==> src/csr_pkg.sv <==
//////////////////////////////////////////////////////////////////////
// Shared CSR definitions: word and index types, machine CSR index
// map, read select enumeration, field bit positions and the
// identification constants
//////////////////////////////////////////////////////////////////////
`default_nettype none

package csr_pkg;

  localparam int XLEN = 32;                     // CSR word width

  typedef logic [XLEN-1:0] csr_word_t;
  typedef logic [11:0]     csr_idx_t;

  // Machine CSR index map
  localparam csr_idx_t CSR_MSTATUS     = 12'h300;
  localparam csr_idx_t CSR_MISA        = 12'h301;
  localparam csr_idx_t CSR_MIE         = 12'h304;
  localparam csr_idx_t CSR_MTVEC       = 12'h305;
  localparam csr_idx_t CSR_MSCRATCH    = 12'h340;
  localparam csr_idx_t CSR_MEPC        = 12'h341;
  localparam csr_idx_t CSR_MCAUSE      = 12'h342;
  localparam csr_idx_t CSR_MIP         = 12'h344;
  localparam csr_idx_t CSR_MCYCLE      = 12'hB00;
  localparam csr_idx_t CSR_MINSTRET    = 12'hB02;
  localparam csr_idx_t CSR_MCYCLEH     = 12'hB80;
  localparam csr_idx_t CSR_MINSTRETH   = 12'hB82;
  localparam csr_idx_t CSR_COUNTERSTOP = 12'hBFF;   // Custom, free index
  localparam csr_idx_t CSR_MVENDORID   = 12'hF11;
  localparam csr_idx_t CSR_MARCHID     = 12'hF12;
  localparam csr_idx_t CSR_MIMPID      = 12'hF13;
  localparam csr_idx_t CSR_MHARTID     = 12'hF14;

  // One-of-N read select, SEL_NONE reads zero
  typedef enum logic [4:0] {
    SEL_NONE, SEL_MSTATUS, SEL_MISA, SEL_MIE, SEL_MTVEC,
    SEL_MSCRATCH, SEL_MEPC, SEL_MCAUSE, SEL_MIP,
    SEL_MCYCLE, SEL_MINSTRET, SEL_MCYCLEH, SEL_MINSTRETH,
    SEL_COUNTERSTOP, SEL_MVENDORID, SEL_MARCHID, SEL_MIMPID, SEL_MHARTID
  } csr_sel_e;

  // Field positions
  localparam int MSTATUS_MIE  = 3;
  localparam int MSTATUS_MPIE = 7;
  localparam int IRQ_SOFT     = 3;              // Shared by mie and mip
  localparam int IRQ_TIMER    = 7;
  localparam int IRQ_EXT      = 11;
  localparam int CAUSE_INT    = 31;             // Interrupt flag of mcause

  localparam int MCAUSE_CODE_W = 4;

  // RV32 with I, M and C
  localparam csr_word_t MISA_VALUE      = 32'h4000_1104;
  localparam csr_word_t MVENDORID_VALUE = 32'h0000_0000;  // Non-commercial
  localparam csr_word_t MARCHID_VALUE   = 32'h0000_0001;
  localparam csr_word_t MIMPID_VALUE    = 32'h0000_0001;

  localparam int HART_ID_W = 1;

endpackage

`default_nettype wire

==> src/csr_decode.sv <==
//////////////////////////////////////////////////////////////////////
// CSR index decoder: read select, per-register write strobes
// and the illegal access flag
//////////////////////////////////////////////////////////////////////
`timescale 1ns/10ps
`default_nettype none

module csr_decode (
  input  logic              clk,
  input  logic              rst,
  input  logic              csr_ena,
  input  logic              csr_rd_en,
  input  logic              csr_wr_en,
  input  csr_pkg::csr_idx_t csr_idx,
  output csr_pkg::csr_sel_e rd_sel,
  output logic              csr_access_ilgl,
  output logic              wr_mstatus,
  output logic              wr_mie,
  output logic              wr_mtvec,
  output logic              wr_mscratch,
  output logic              wr_mepc,
  output logic              wr_mcause,
  output logic              wr_counterstop,
  output logic              wr_mcycle,
  output logic              wr_mcycleh,
  output logic              wr_minstret,
  output logic              wr_minstreth
);
  import csr_pkg::*;

  csr_sel_e idx_sel;                            // Register matched by index
  logic     wr_ok;

  always_comb begin
    case (csr_idx)
      CSR_MSTATUS:     idx_sel = SEL_MSTATUS;
      CSR_MISA:        idx_sel = SEL_MISA;
      CSR_MIE:         idx_sel = SEL_MIE;
      CSR_MTVEC:       idx_sel = SEL_MTVEC;
      CSR_MSCRATCH:    idx_sel = SEL_MSCRATCH;
      CSR_MEPC:        idx_sel = SEL_MEPC;
      CSR_MCAUSE:      idx_sel = SEL_MCAUSE;
      CSR_MIP:         idx_sel = SEL_MIP;
      CSR_MCYCLE:      idx_sel = SEL_MCYCLE;
      CSR_MINSTRET:    idx_sel = SEL_MINSTRET;
      CSR_MCYCLEH:     idx_sel = SEL_MCYCLEH;
      CSR_MINSTRETH:   idx_sel = SEL_MINSTRETH;
      CSR_COUNTERSTOP: idx_sel = SEL_COUNTERSTOP;
      CSR_MVENDORID:   idx_sel = SEL_MVENDORID;
      CSR_MARCHID:     idx_sel = SEL_MARCHID;
      CSR_MIMPID:      idx_sel = SEL_MIMPID;
      CSR_MHARTID:     idx_sel = SEL_MHARTID;
      default:         idx_sel = SEL_NONE;      // Not implemented
    endcase
  end

  // Unknown index, or write into the read-only range 0xC00-0xFFF
  assign csr_access_ilgl = csr_ena &
                           ((idx_sel == SEL_NONE) | (csr_wr_en & (&csr_idx[11:10])));

  assign rd_sel = (csr_ena & csr_rd_en & ~csr_access_ilgl) ? idx_sel : SEL_NONE;
  assign wr_ok  = csr_ena & csr_wr_en & ~csr_access_ilgl;

  assign wr_mstatus     = wr_ok & (idx_sel == SEL_MSTATUS);
  assign wr_mie         = wr_ok & (idx_sel == SEL_MIE);
  assign wr_mtvec       = wr_ok & (idx_sel == SEL_MTVEC);
  assign wr_mscratch    = wr_ok & (idx_sel == SEL_MSCRATCH);
  assign wr_mepc        = wr_ok & (idx_sel == SEL_MEPC);
  assign wr_mcause      = wr_ok & (idx_sel == SEL_MCAUSE);
  assign wr_counterstop = wr_ok & (idx_sel == SEL_COUNTERSTOP);
  assign wr_mcycle      = wr_ok & (idx_sel == SEL_MCYCLE);
  assign wr_mcycleh     = wr_ok & (idx_sel == SEL_MCYCLEH);
  assign wr_minstret    = wr_ok & (idx_sel == SEL_MINSTRET);
  assign wr_minstreth   = wr_ok & (idx_sel == SEL_MINSTRETH);

  // Register and counter blocks each see at most one write per cycle
  a_one_write: assert property (@(posedge clk) disable iff (rst)
    $onehot0({wr_mstatus, wr_mie, wr_mtvec, wr_mscratch, wr_mepc, wr_mcause,
              wr_counterstop, wr_mcycle, wr_mcycleh, wr_minstret, wr_minstreth}))
    else $error("more than one CSR write strobe");

endmodule

`default_nettype wire

==> src/csr_machine_regs.sv <==
//////////////////////////////////////////////////////////////////////
// Machine trap state: mstatus MIE/MPIE, mie, mip, mtvec, mscratch,
// mepc, mcause and counterstop, with trap entry and mret updates
//////////////////////////////////////////////////////////////////////
`timescale 1ns/10ps
`default_nettype none

module csr_machine_regs #(
  parameter csr_pkg::csr_word_t MTVEC_RESET = 32'h0000_0100
) (
  input  logic               clk,
  input  logic               rst,
  input  logic               wr_mstatus,
  input  logic               wr_mie,
  input  logic               wr_mtvec,
  input  logic               wr_mscratch,
  input  logic               wr_mepc,
  input  logic               wr_mcause,
  input  logic               wr_counterstop,
  input  csr_pkg::csr_word_t wbck_csr_dat,
  input  logic               cmt_status_ena,  // Trap taken
  input  logic               cmt_mret_ena,
  input  logic               cmt_epc_ena,
  input  csr_pkg::csr_word_t cmt_epc,
  input  logic               cmt_cause_ena,
  input  csr_pkg::csr_word_t cmt_cause,
  input  logic               ext_irq,
  input  logic               sft_irq,
  input  logic               tmr_irq,
  output logic               status_mie,
  output logic               status_mpie,
  output logic [2:0]         mie_bits,        // {meie, mtie, msie}
  output logic [2:0]         mip_bits,        // {meip, mtip, msip}
  output csr_pkg::csr_word_t mtvec_r,
  output csr_pkg::csr_word_t mscratch_r,
  output csr_pkg::csr_word_t mepc_r,
  output csr_pkg::csr_word_t mcause_r,
  output logic [2:0]         counterstop_r
);
  import csr_pkg::*;

  logic [XLEN-1:1]          epc_q;              // Bit 0 is always zero
  logic                     cause_int_q;
  logic [MCAUSE_CODE_W-1:0] cause_code_q;

  //////////////////////////////////////////////////////////////////////
  // mstatus, trap beats mret beats a CSR write
  //////////////////////////////////////////////////////////////////////
  always_ff @(posedge clk) begin
    if (rst) begin
      status_mie  <= 1'b0;
      status_mpie <= 1'b0;
    end else if (cmt_status_ena) begin
      status_mpie <= status_mie;                // Save MIE, then mask
      status_mie  <= 1'b0;
    end else if (cmt_mret_ena) begin
      status_mie  <= status_mpie;
      status_mpie <= 1'b1;
    end else if (wr_mstatus) begin
      status_mie  <= wbck_csr_dat[MSTATUS_MIE];
      status_mpie <= wbck_csr_dat[MSTATUS_MPIE];
    end
  end

  //////////////////////////////////////////////////////////////////////
  // Interrupt enable and pending
  //////////////////////////////////////////////////////////////////////
  always_ff @(posedge clk) begin
    if (rst) begin
      mie_bits <= 3'b000;
      mip_bits <= 3'b000;
    end else begin
      if (wr_mie)
        mie_bits <= {wbck_csr_dat[IRQ_EXT], wbck_csr_dat[IRQ_TIMER], wbck_csr_dat[IRQ_SOFT]};
      mip_bits <= {ext_irq, tmr_irq, sft_irq};  // Sampled lines, read only
    end
  end

  //////////////////////////////////////////////////////////////////////
  // Trap vector, scratch, epc, cause and counter stop
  //////////////////////////////////////////////////////////////////////
  always_ff @(posedge clk) begin
    if (rst) begin
      mtvec_r       <= MTVEC_RESET;
      mscratch_r    <= '0;
      epc_q         <= '0;
      cause_int_q   <= 1'b0;
      cause_code_q  <= '0;
      counterstop_r <= 3'b000;
    end else begin
      if (wr_mtvec)
        mtvec_r <= wbck_csr_dat;
      if (wr_mscratch)
        mscratch_r <= wbck_csr_dat;
      if (cmt_epc_ena)                          // Commit wins over write
        epc_q <= cmt_epc[XLEN-1:1];
      else if (wr_mepc)
        epc_q <= wbck_csr_dat[XLEN-1:1];
      if (cmt_cause_ena) begin
        cause_int_q  <= cmt_cause[CAUSE_INT];
        cause_code_q <= cmt_cause[MCAUSE_CODE_W-1:0];
      end else if (wr_mcause) begin
        cause_int_q  <= wbck_csr_dat[CAUSE_INT];
        cause_code_q <= wbck_csr_dat[MCAUSE_CODE_W-1:0];
      end
      if (wr_counterstop)
        counterstop_r <= wbck_csr_dat[2:0];     // cy, tm, ir stop
    end
  end

  assign mepc_r   = {epc_q, 1'b0};
  assign mcause_r = {cause_int_q, {(XLEN-1-MCAUSE_CODE_W){1'b0}}, cause_code_q};

  // Commit stage never takes a trap and retires an mret together
  a_trap_mret: assert property (@(posedge clk) disable iff (rst)
    !(cmt_status_ena && cmt_mret_ena))
    else $error("trap and mret committed in the same cycle");

endmodule

`default_nettype wire

==> src/csr_counter.sv <==
//////////////////////////////////////////////////////////////////////
// 64-bit event counter as a writable low/high word pair,
// used for mcycle and minstret
//////////////////////////////////////////////////////////////////////
`timescale 1ns/10ps
`default_nettype none

module csr_counter (
  input  logic               clk,
  input  logic               rst,
  input  logic               inc,           // Count enable, stop already applied
  input  logic               wr_lo,
  input  logic               wr_hi,
  input  csr_pkg::csr_word_t wbck_csr_dat,
  output csr_pkg::csr_word_t cnt_lo,
  output csr_pkg::csr_word_t cnt_hi
);
  import csr_pkg::*;

  logic      carry;                          // Low word wraps this edge
  csr_word_t lo_nxt;
  csr_word_t hi_nxt;

  assign carry = inc & (cnt_lo == '1);

  // A word write replaces that word's increment
  assign lo_nxt = wr_lo ? wbck_csr_dat : cnt_lo + XLEN'(inc);
  assign hi_nxt = wr_hi ? wbck_csr_dat : cnt_hi + XLEN'(carry);

  always_ff @(posedge clk) begin
    if (rst) begin
      cnt_lo <= '0;
      cnt_hi <= '0;
    end else begin
      cnt_lo <= lo_nxt;
      cnt_hi <= hi_nxt;
    end
  end

endmodule

`default_nettype wire

==> src/csr_read_mux.sv <==
//////////////////////////////////////////////////////////////////////
// CSR read path: builds each register image and returns the one
// picked by the decoder, zero when nothing is selected
//////////////////////////////////////////////////////////////////////
`timescale 1ns/10ps
`default_nettype none

module csr_read_mux (
  input  csr_pkg::csr_sel_e               rd_sel,
  input  logic                            status_mie,
  input  logic                            status_mpie,
  input  logic [2:0]                      mie_bits,
  input  logic [2:0]                      mip_bits,
  input  csr_pkg::csr_word_t              mtvec_r,
  input  csr_pkg::csr_word_t              mscratch_r,
  input  csr_pkg::csr_word_t              mepc_r,
  input  csr_pkg::csr_word_t              mcause_r,
  input  logic [2:0]                      counterstop_r,
  input  csr_pkg::csr_word_t              mcycle_lo,
  input  csr_pkg::csr_word_t              mcycle_hi,
  input  csr_pkg::csr_word_t              minstret_lo,
  input  csr_pkg::csr_word_t              minstret_hi,
  input  logic [csr_pkg::HART_ID_W-1:0]   core_mhartid,
  output csr_pkg::csr_word_t              read_csr_dat
);
  import csr_pkg::*;

  csr_word_t mstatus_img;
  csr_word_t mie_img;
  csr_word_t mip_img;

  // Place {ext, timer, soft} at their architectural bits
  function automatic csr_word_t irq_image(input logic [2:0] bits);
    csr_word_t img;
    img            = '0;
    img[IRQ_EXT]   = bits[2];
    img[IRQ_TIMER] = bits[1];
    img[IRQ_SOFT]  = bits[0];
    return img;
  endfunction

  always_comb begin
    mstatus_img               = '0;         // SD, XS, FS read zero
    mstatus_img[12:11]        = 2'b11;      // MPP, machine only
    mstatus_img[MSTATUS_MPIE] = status_mpie;
    mstatus_img[MSTATUS_MIE]  = status_mie;
  end

  assign mie_img = irq_image(mie_bits);
  assign mip_img = irq_image(mip_bits);

  //////////////////////////////////////////////////////////////////////
  // Select
  //////////////////////////////////////////////////////////////////////
  always_comb begin
    case (rd_sel)
      SEL_MSTATUS:     read_csr_dat = mstatus_img;
      SEL_MISA:        read_csr_dat = MISA_VALUE;
      SEL_MIE:         read_csr_dat = mie_img;
      SEL_MTVEC:       read_csr_dat = mtvec_r;
      SEL_MSCRATCH:    read_csr_dat = mscratch_r;
      SEL_MEPC:        read_csr_dat = mepc_r;
      SEL_MCAUSE:      read_csr_dat = mcause_r;
      SEL_MIP:         read_csr_dat = mip_img;
      SEL_MCYCLE:      read_csr_dat = mcycle_lo;
      SEL_MINSTRET:    read_csr_dat = minstret_lo;
      SEL_MCYCLEH:     read_csr_dat = mcycle_hi;
      SEL_MINSTRETH:   read_csr_dat = minstret_hi;
      SEL_COUNTERSTOP: read_csr_dat = {{(XLEN-3){1'b0}}, counterstop_r};
      SEL_MVENDORID:   read_csr_dat = MVENDORID_VALUE;
      SEL_MARCHID:     read_csr_dat = MARCHID_VALUE;
      SEL_MIMPID:      read_csr_dat = MIMPID_VALUE;
      SEL_MHARTID:     read_csr_dat = {{(XLEN-HART_ID_W){1'b0}}, core_mhartid};
      default:         read_csr_dat = '0;   // SEL_NONE or illegal
    endcase
  end

endmodule

`default_nettype wire

==> src/csr_file.sv <==
//////////////////////////////////////////////////////////////////////
// Machine-mode CSR file top: decoder, trap registers, cycle and
// instret counters and the read multiplexer
//////////////////////////////////////////////////////////////////////
`timescale 1ns/10ps
`default_nettype none

module csr_file #(
  parameter csr_pkg::csr_word_t MTVEC_RESET = 32'h0000_0100
) (
  input  logic                          clk,
  input  logic                          rst,
  // Execute stage access
  input  logic                          csr_ena,
  input  logic                          csr_rd_en,
  input  logic                          csr_wr_en,
  input  csr_pkg::csr_idx_t             csr_idx,
  input  csr_pkg::csr_word_t            wbck_csr_dat,
  output csr_pkg::csr_word_t            read_csr_dat,
  output logic                          csr_access_ilgl,
  // Commit stage
  input  logic                          cmt_status_ena,
  input  logic                          cmt_mret_ena,
  input  logic                          cmt_epc_ena,
  input  csr_pkg::csr_word_t            cmt_epc,
  input  logic                          cmt_cause_ena,
  input  csr_pkg::csr_word_t            cmt_cause,
  input  logic                          cmt_instret_ena,
  input  logic                          ext_irq,
  input  logic                          sft_irq,
  input  logic                          tmr_irq,
  input  logic [csr_pkg::HART_ID_W-1:0] core_mhartid,
  output logic                          status_mie,
  output logic                          meie,
  output logic                          mtie,
  output logic                          msie,
  output logic                          tm_stop,
  output csr_pkg::csr_word_t            csr_epc,
  output csr_pkg::csr_word_t            csr_mtvec
);
  import csr_pkg::*;

  csr_sel_e   rd_sel;
  logic       wr_mstatus, wr_mie, wr_mtvec, wr_mscratch, wr_mepc, wr_mcause;
  logic       wr_counterstop, wr_mcycle, wr_mcycleh, wr_minstret, wr_minstreth;
  logic       status_mpie;
  logic [2:0] mie_bits;
  logic [2:0] mip_bits;
  logic [2:0] counterstop_r;                  // {ir, tm, cy} stop
  csr_word_t  mscratch_r, mcause_r;
  csr_word_t  mcycle_lo, mcycle_hi, minstret_lo, minstret_hi;

  csr_decode u_decode (
    .clk, .rst, .csr_ena, .csr_rd_en, .csr_wr_en, .csr_idx, .rd_sel, .csr_access_ilgl,
    .wr_mstatus, .wr_mie, .wr_mtvec, .wr_mscratch, .wr_mepc, .wr_mcause,
    .wr_counterstop, .wr_mcycle, .wr_mcycleh, .wr_minstret, .wr_minstreth
  );

  csr_machine_regs #(.MTVEC_RESET(MTVEC_RESET)) u_regs (
    .clk, .rst, .wr_mstatus, .wr_mie, .wr_mtvec, .wr_mscratch, .wr_mepc,
    .wr_mcause, .wr_counterstop, .wbck_csr_dat,
    .cmt_status_ena, .cmt_mret_ena, .cmt_epc_ena, .cmt_epc, .cmt_cause_ena, .cmt_cause,
    .ext_irq, .sft_irq, .tmr_irq, .status_mie, .status_mpie, .mie_bits, .mip_bits,
    .mtvec_r(csr_mtvec), .mscratch_r, .mepc_r(csr_epc), .mcause_r, .counterstop_r
  );

  // Cycles run unless stopped, instret counts retired instructions
  csr_counter u_cycle (
    .clk, .rst, .inc(~counterstop_r[0]), .wr_lo(wr_mcycle), .wr_hi(wr_mcycleh),
    .wbck_csr_dat, .cnt_lo(mcycle_lo), .cnt_hi(mcycle_hi)
  );

  csr_counter u_instret (
    .clk, .rst, .inc(cmt_instret_ena & ~counterstop_r[2]), .wr_lo(wr_minstret),
    .wr_hi(wr_minstreth), .wbck_csr_dat, .cnt_lo(minstret_lo), .cnt_hi(minstret_hi)
  );

  csr_read_mux u_read_mux (
    .rd_sel, .status_mie, .status_mpie, .mie_bits, .mip_bits,
    .mtvec_r(csr_mtvec), .mscratch_r, .mepc_r(csr_epc), .mcause_r, .counterstop_r,
    .mcycle_lo, .mcycle_hi, .minstret_lo, .minstret_hi, .core_mhartid, .read_csr_dat
  );

  assign meie    = mie_bits[2];
  assign mtie    = mie_bits[1];
  assign msie    = mie_bits[0];
  assign tm_stop = counterstop_r[1];          // Timer stop, used outside

endmodule

`default_nettype wire

==> config.mk <==
export PLATFORM = sky130hd
export DESIGN_NAME = csr_file
export DESIGN_NICKNAME = d
export VERILOG_FILES = /design/src/csr_pkg.sv /design/src/csr_decode.sv /design/src/csr_machine_regs.sv /design/src/csr_counter.sv /design/src/csr_read_mux.sv /design/src/csr_file.sv
export SDC_FILE = /design/constraint.sdc
export NUM_CORES = 1
export LEC_CHECK = 0
export BUFFER_PORTS_ARGS = -buffer_cell sky130_fd_sc_hd__buf_2
export CAP_MARGIN = 30
export CORE_UTILIZATION = 55
export CTS_CLUSTER_DIAMETER = 60
export DETAILED_ROUTE_END_ITERATION = 8
export GPL_TIMING_DRIVEN = 0
export PLACE_DENSITY_LB_ADDON = 0.25
export SYNTH_ARGS = -nofsm -noshare
export SYNTH_HDL_FRONTEND = slang
export SYNTH_SLANG_ARGS = --single-unit
==> constraint.sdc <==
create_clock -name clk -period 6.8 [get_ports clk]
set_input_delay 1.36 -clock clk [delete_from_list [all_inputs] [get_ports clk]]
set_output_delay 1.36 -clock clk [all_outputs]
set_load 0.03 [all_outputs]
[After elaboration in Yosys (flattened, before gate mapping)]
Index checks and enable logic that the tools add are counted.
W data, S select, Z words.
Cells by class
  add/sub/neg operators: 4
  multiply operators: 0
  div/mod/pow operators: 0
  $lt $le $gt $ge: 0
  equal/unequal tests: 46
  shifts and indexed selects: 0
  muxes and demuxes: 18
  bitwise operators: 24
  reductions and logical operators: 8
Operators with widths (count)
  $pmux W32 S15: 1
  $add A32 B1 Y32: 4
  $mux W32: 4
  $eq A12 B12 Y1 const B: 9
  $eq A12 B10 Y1 const B: 8
  $pmux W5 S17: 1
  $eq A32 B32 Y1 const B: 2
  $mux W31: 2
  $eq A5 B4 Y1 const B: 12
  $eq A5 B3 Y1 const B: 8
  $and A1 B1 Y1: 20
  $eq A5 B2 Y1 const B: 3
  $eq A5 B1 Y1 const B: 2
  $eq A5 B5 Y1 const B: 2
  $mux W4: 2
  $mux W1: 7
  $reduce_bool A2 Y1: 3
  $logic_not A5 Y1: 1
  $mux W5: 1
  $reduce_or A2 Y1: 2
  $not A1 Y1: 3
  $reduce_bool A3 Y1: 1
  $reduce_and A2 Y1: 1
  $or A1 B1 Y1: 1
Storage, ports and cells
  bits in registers: 239
  latch bits: 0
  memory bits (writable): 0
  ROM bits: 0
  input bits: 122
  output and inout port bits: 102
  word-level logic and storage cells: 114
  memories: 0

[Logic depth before layout (Yosys ltp)]
  word-level depth: 11
  mapped depth: 15
  gate-level depth less buffers: 14

[By module]
A second synthesis with hierarchy kept.
Second synthesis, totals
  cells, all modules: 1773
  area total of the unflattened synthesis: 14941.8 µm²
Modules (own cells, without submodules)
  csr_machine_regs: times used 1, cells each 433, area each 4554.4 µm², sequential area each 2222.1 µm²
  csr_counter (u_instret): times used 1, cells each 467, area each 3803.6 µm², sequential area each 1281.2 µm²
  csr_counter (u_cycle): times used 1, cells each 456, area each 3703.6 µm², sequential area each 1281.2 µm²
  csr_read_mux: times used 1, cells each 307, area each 2150.8 µm², sequential area each 0.0 µm²
  csr_decode: times used 1, cells each 108, area each 711.9 µm², sequential area each 0.0 µm²
  csr_file: times used 1, cells each 2, area each 17.5 µm², sequential area each 0.0 µm²

[Worst setup path after synthesis]
OpenSTA, ideal clock, no wires.
  path kind: input-to-output
  start point: in csr_idx[3]
  end point: out read_csr_dat[2]
  data arrival time: 3410 ps
  data required time: 5440 ps
  slack: 2030 ps
  stages: 8
  path buffers: 1
  cell sequence: or4_1 -> or4_1 -> nor2_1 -> a211oi_2 -> nor4_4 -> buf_4 -> o2bb2a_4 -> nand3_1
Between the ends
  word-level cells in the longest chain between the ends: 11
  elaborated cells on any way between the ends: 42
  classes of those cells: eq/ne (33); mux (3); bitwise (4); reduce/logical (2)
RTL lines
  start: declaration: line csr_file.sv:17  | input csr_pkg::csr_idx_t csr_idx,
  $eq A12 B12 Y1 or $eq A12 B10 Y1 (tied branches): line csr_decode.sv:35  | case (csr_idx)
  $pmux W5 S17 (*): line csr_decode.sv:35
  $logic_not A5 Y1: line csr_decode.sv:59  | ((idx_sel == SEL_NONE) | (csr_wr_en & (&csr_idx[11:10])));
  $or A1 B1 Y1: line csr_decode.sv:59
  $and A1 B1 Y1: line csr_decode.sv:58  | assign csr_access_ilgl = csr_ena &
  $not A1 Y1: line csr_decode.sv:61  | assign rd_sel = (csr_ena & csr_rd_en & ~csr_access_ilgl) ? idx_sel : SEL_NONE;
  $and A1 B1 Y1: line csr_decode.sv:61
  $mux W5 (*): line csr_decode.sv:61
  $eq A5 B4 Y1 or $eq A5 B5 Y1 (tied branches): line csr_read_mux.sv:56  | case (rd_sel)
  $reduce_or A2 Y1 (no line)
  $pmux W32 S15 (*): line csr_read_mux.sv:56
  end: declaration: line csr_file.sv:19  | output csr_pkg::csr_word_t read_csr_dat,
Mark *: on every way between the ends. The rest lies on a longest branch, timed or not.

[Worst setup path after layout]
  start point: in csr_idx[6]
  end point: out read_csr_dat[7]
The elaborated chain is that of the path after synthesis.

==> impl_metrics.csv <==
group,metric,value,unit
route,firstDrtPassIters,9,
clock_tree,clk_pin_slew,70,ps
logic_synthesis,ys_dominant_reg_cell,"dfxtp_1",
finish,nNetsFinal,1920,
logic_synthesis,synth_top_area_share,37.5,%
placement,dp.cells,2046,
sta,setup-tns-final,0,ps
worst_setup_path,cp.required,5440,ps
worst_setup_path,cp-start-kind,"primary input",
grt,grt_antenna_before_repair,2,
floorplan,core,0.0227,mm^2
finish,final_cells,2096,
sta,setup_viol,0,
logic_synthesis,ys_types,72,
pwr,p_seq_share,43.9,%
grt,grt_pass1_wl,74.4,mm
pwr,p_per_area,218,mW/mm^2
floorplan,core.rowCount,55,
sta,skew,8.63,ps
logic_synthesis,yosysMostFrequentCell,"dfxtp_1",
sta,rsz0062_at_grt,"no",
sta,timing.fmax,170,MHz
min_path,hold_depth,2,
sta,worst_slew_pin_slew,1070,ps
grt,grt_usage,40.4,%
pwr,sw_frac_of_total,24.1,%
logic_synthesis,synthCells,1574,
clock_tree,cts_tree,"built",
pwr,vdd_drop_max,0.000196,V
finish,drive_above_1_share,15.5,%
sta,slew_violations,0,
sta,period_share,86.6,%
logic_synthesis,synth_fp_nets,1704,
logic_synthesis,synth_commonest_cells,"dfxtp_1 (239), nand2_1 (237), nor2_1 (214)",
logic_synthesis,synth_area_per_cell,8.12,um^2
logic_synthesis,yosysWarnings,0,
min_path,min_to,"u_regs.mscratch_r[1]$_SDFFE_PP0P_",
clock_tree,cts_setup_buffers,0,
route,first_iter_violations,1775,
grt,overflow,0,
clock_tree,holdBufCountCts,0,
worst_setup_path,r2r-start,"u_instret.cnt_lo[12]$_SDFF_PP0_",
logic_synthesis,synth_edf_count,0,
logic_synthesis,ys_seq_elements,239,
floorplan,start_util,56.3,%
floorplan,dieArea,0.0238,mm^2
worst_setup_path,rrSetupSlack,2910,ps
route,drc,0,
pwr,combPwrFrac,6.8,%
pwr,internal-power,2.49,mW
sta,period_needed,5890,ps
clock_tree,clkSinkCount,239,
worst_setup_path,reg2reg_depth,11,
route,ant_nets,0,
route,via_per_inst,6.59,
sta,relSlewSlack,28.0,%
route,num_vias,13800,
finish,fillers,1967,
pwr,p_switching,789,uW
clock_tree,cts_resized,0,
clock_tree,clock_latency,550,ps
logic_synthesis,yosysSeqAreaShare,37.5,%
route,wl_per_cell,23.4,um
placement,routabilityCongestion,0.998,
placement,io_buffers,184,
logic_synthesis,synth_top_area_cell,"dfxtp_1",
min_path,worstHoldStart,"u_regs.mscratch_r[1]$_SDFFE_PP0P_",
worst_setup_path,arrival,4530,ps
clock_tree,root_buffer,"clkbuf_16",
logic_synthesis,ys_async_sr_fraction,0,%
clock_tree,numCtsBuffers,27,
sta,hold_viol_final,0,
finish,area_delta_synth_final,17.9,%
run_status,status,"finished clean",
worst_setup_path,crit_type,"in2out",
floorplan,die_x,154,um
job,drv_cap,0,
placement,dp_hpwl,36.6,mm
worst_setup_path,end_kind,"output port",
clock_tree,htree_levels,1,
logic_synthesis,synth.area.top_cells,"dfxtp_1 (37%), a211oi_1 (8.2%), nand2_1 (7.0%), nor2_1 (6.3%), xor2_1 (4.5%)",
clock_tree,cts_buffer_depth,3,
floorplan,io_pins,224,
grt,grt_max_degree,14,
worst_setup_path,cp_max_fo,10,
grt,grt_pass1_vias,12800,
floorplan,fp.dieH,154,um
logic_synthesis,syn-cell-area,0.0128,mm^2
worst_setup_path,r2r_end,"u_instret.cnt_hi[30]$_SDFF_PP0_",
pwr,p_leak,5.51,nW
min_path,worst_hold_path_type,"reg2reg",
pwr,clkPwrFrac,49.4,%
route,wl,49.0,mm
flip-flops by register name (all words and copies together), names as in the netlist:
name / count
u_regs.cause_code_q: 4
u_cycle.cnt_hi: 32
u_regs.status_mpie: 1
u_regs.cause_int_q: 1
u_regs.mtvec_r: 32
u_regs.mie_bits: 3
u_regs.mip_bits: 3
u_instret.cnt_hi: 32
u_cycle.cnt_lo: 32
u_regs.status_mie: 1
u_regs.epc_q: 31
u_regs.mscratch_r: 32
u_instret.cnt_lo: 32
u_regs.counterstop_r: 3
cells by family after synthesis:
group | after synthesis | synth area share [%]
buffers and inverters | 123 | 4.20
xor gates and xnor gates | 119 | 8.16
and+or+nand+nor | 683 | 25.3
adders and majority gates | 9 | 0.862
AOI/OAI and AO/OA | 355 | 20.5
muxes | 45 | 3.53
DFF | 239 | 37.5
other | 1 | 0.0294
power groups by stage:
stage	logic, mW	clock network, mW	registers, mW
after CTS	0.215	1.61	1.44
after global placement	0.211	0	1.47
after global routing	0.233	1.66	1.44
final	0.222	1.62	1.44
after detailed placement	0.213	0	1.47
after floorplan	0.0852	0	1.49
layout by cell type, fill, tap and decap left out, types with 40 or more instances in the layout:
cell      Yosys  final
a211oi_1    140    140
a21oi_1      79     79
buf_2        15    202
clkbuf_1     87     90
dfxtp_1     239    239
mux2i_1      45     45
nand2_1     237    237
nand3_1      60     60
nand4_1      40     40
nor2_1      214    214
xnor2_1      54     54
xor2_1       65     65
layout make-up:
class / instances / area (um^2) / area share, %
Multi-Input combinational cell: 1212 / 7450 / 49.5
Clock inverter: 6 / 138 / 0.914
Tap cell: 285 / 357 / 2.37
Clock buffer: 42 / 852 / 5.66
Buffer: 112 / 495 / 3.29
Timing Repair Buffer: 187 / 936 / 6.21
Inverter: 11 / 41.3 / 0.274
Antenna cell: 2 / 5.00 / 0.0332
Sequential cell: 239 / 4780 / 31.8
routing by layer:
layer	share of wire (%)	vias up	GRT usage, %
li1	-	6151	-
met1	38	6474	54.2
met2	43	1018	61.6
met3	15	167	11.2
met4	4.2	4	15.4
met5	0.16	-	0
how the worst max path moves through the flow:
stage	start	to	slack (ps)	cells after the start
6_report	csr_idx[6]	read_csr_dat[7]	910	10
5_1_grt	csr_idx[0]	read_csr_dat[30]	830	11
4_1_cts	csr_idx[6]	read_csr_dat[7]	1100	10
2_1_floorplan	csr_idx[3]	read_csr_dat[2]	2030	8
3_5_place_dp	csr_idx[6]	read_csr_dat[7]	1120	10
3_3_place_gp	csr_idx[4]	read_csr_dat[28]	930	9
metrics by stage:
stage / power [mW] / hold WS, ps / worst slack, ps / util, % / instance area (um^2)
floorplan: 1.57 / 432 / 2030 / - / 12800
global placement: 1.68 / 439 / 927 / 61.9 / 14100
detailed placement: 1.68 / 445 / 1120 / 61.9 / 14100
CTS: 3.26 / 454 / 1100 / 66.3 / 15100
global route: 3.33 / 469 / 828 / 66.3 / 15100
finish: 3.28 / 451 / 909 / 66.3 / 15100
worst max-delay path, cell delays in order:
cell and delay (ps):
buf_2 110, buf_6 130, nor4b_1 570, nand2_1 220, nor3_1 590, clkbuf_1 710, a222oi_1 330, o21ai_0 190
a211o_1 130, buf_2 190
Power figures use the tool's default switching activity.
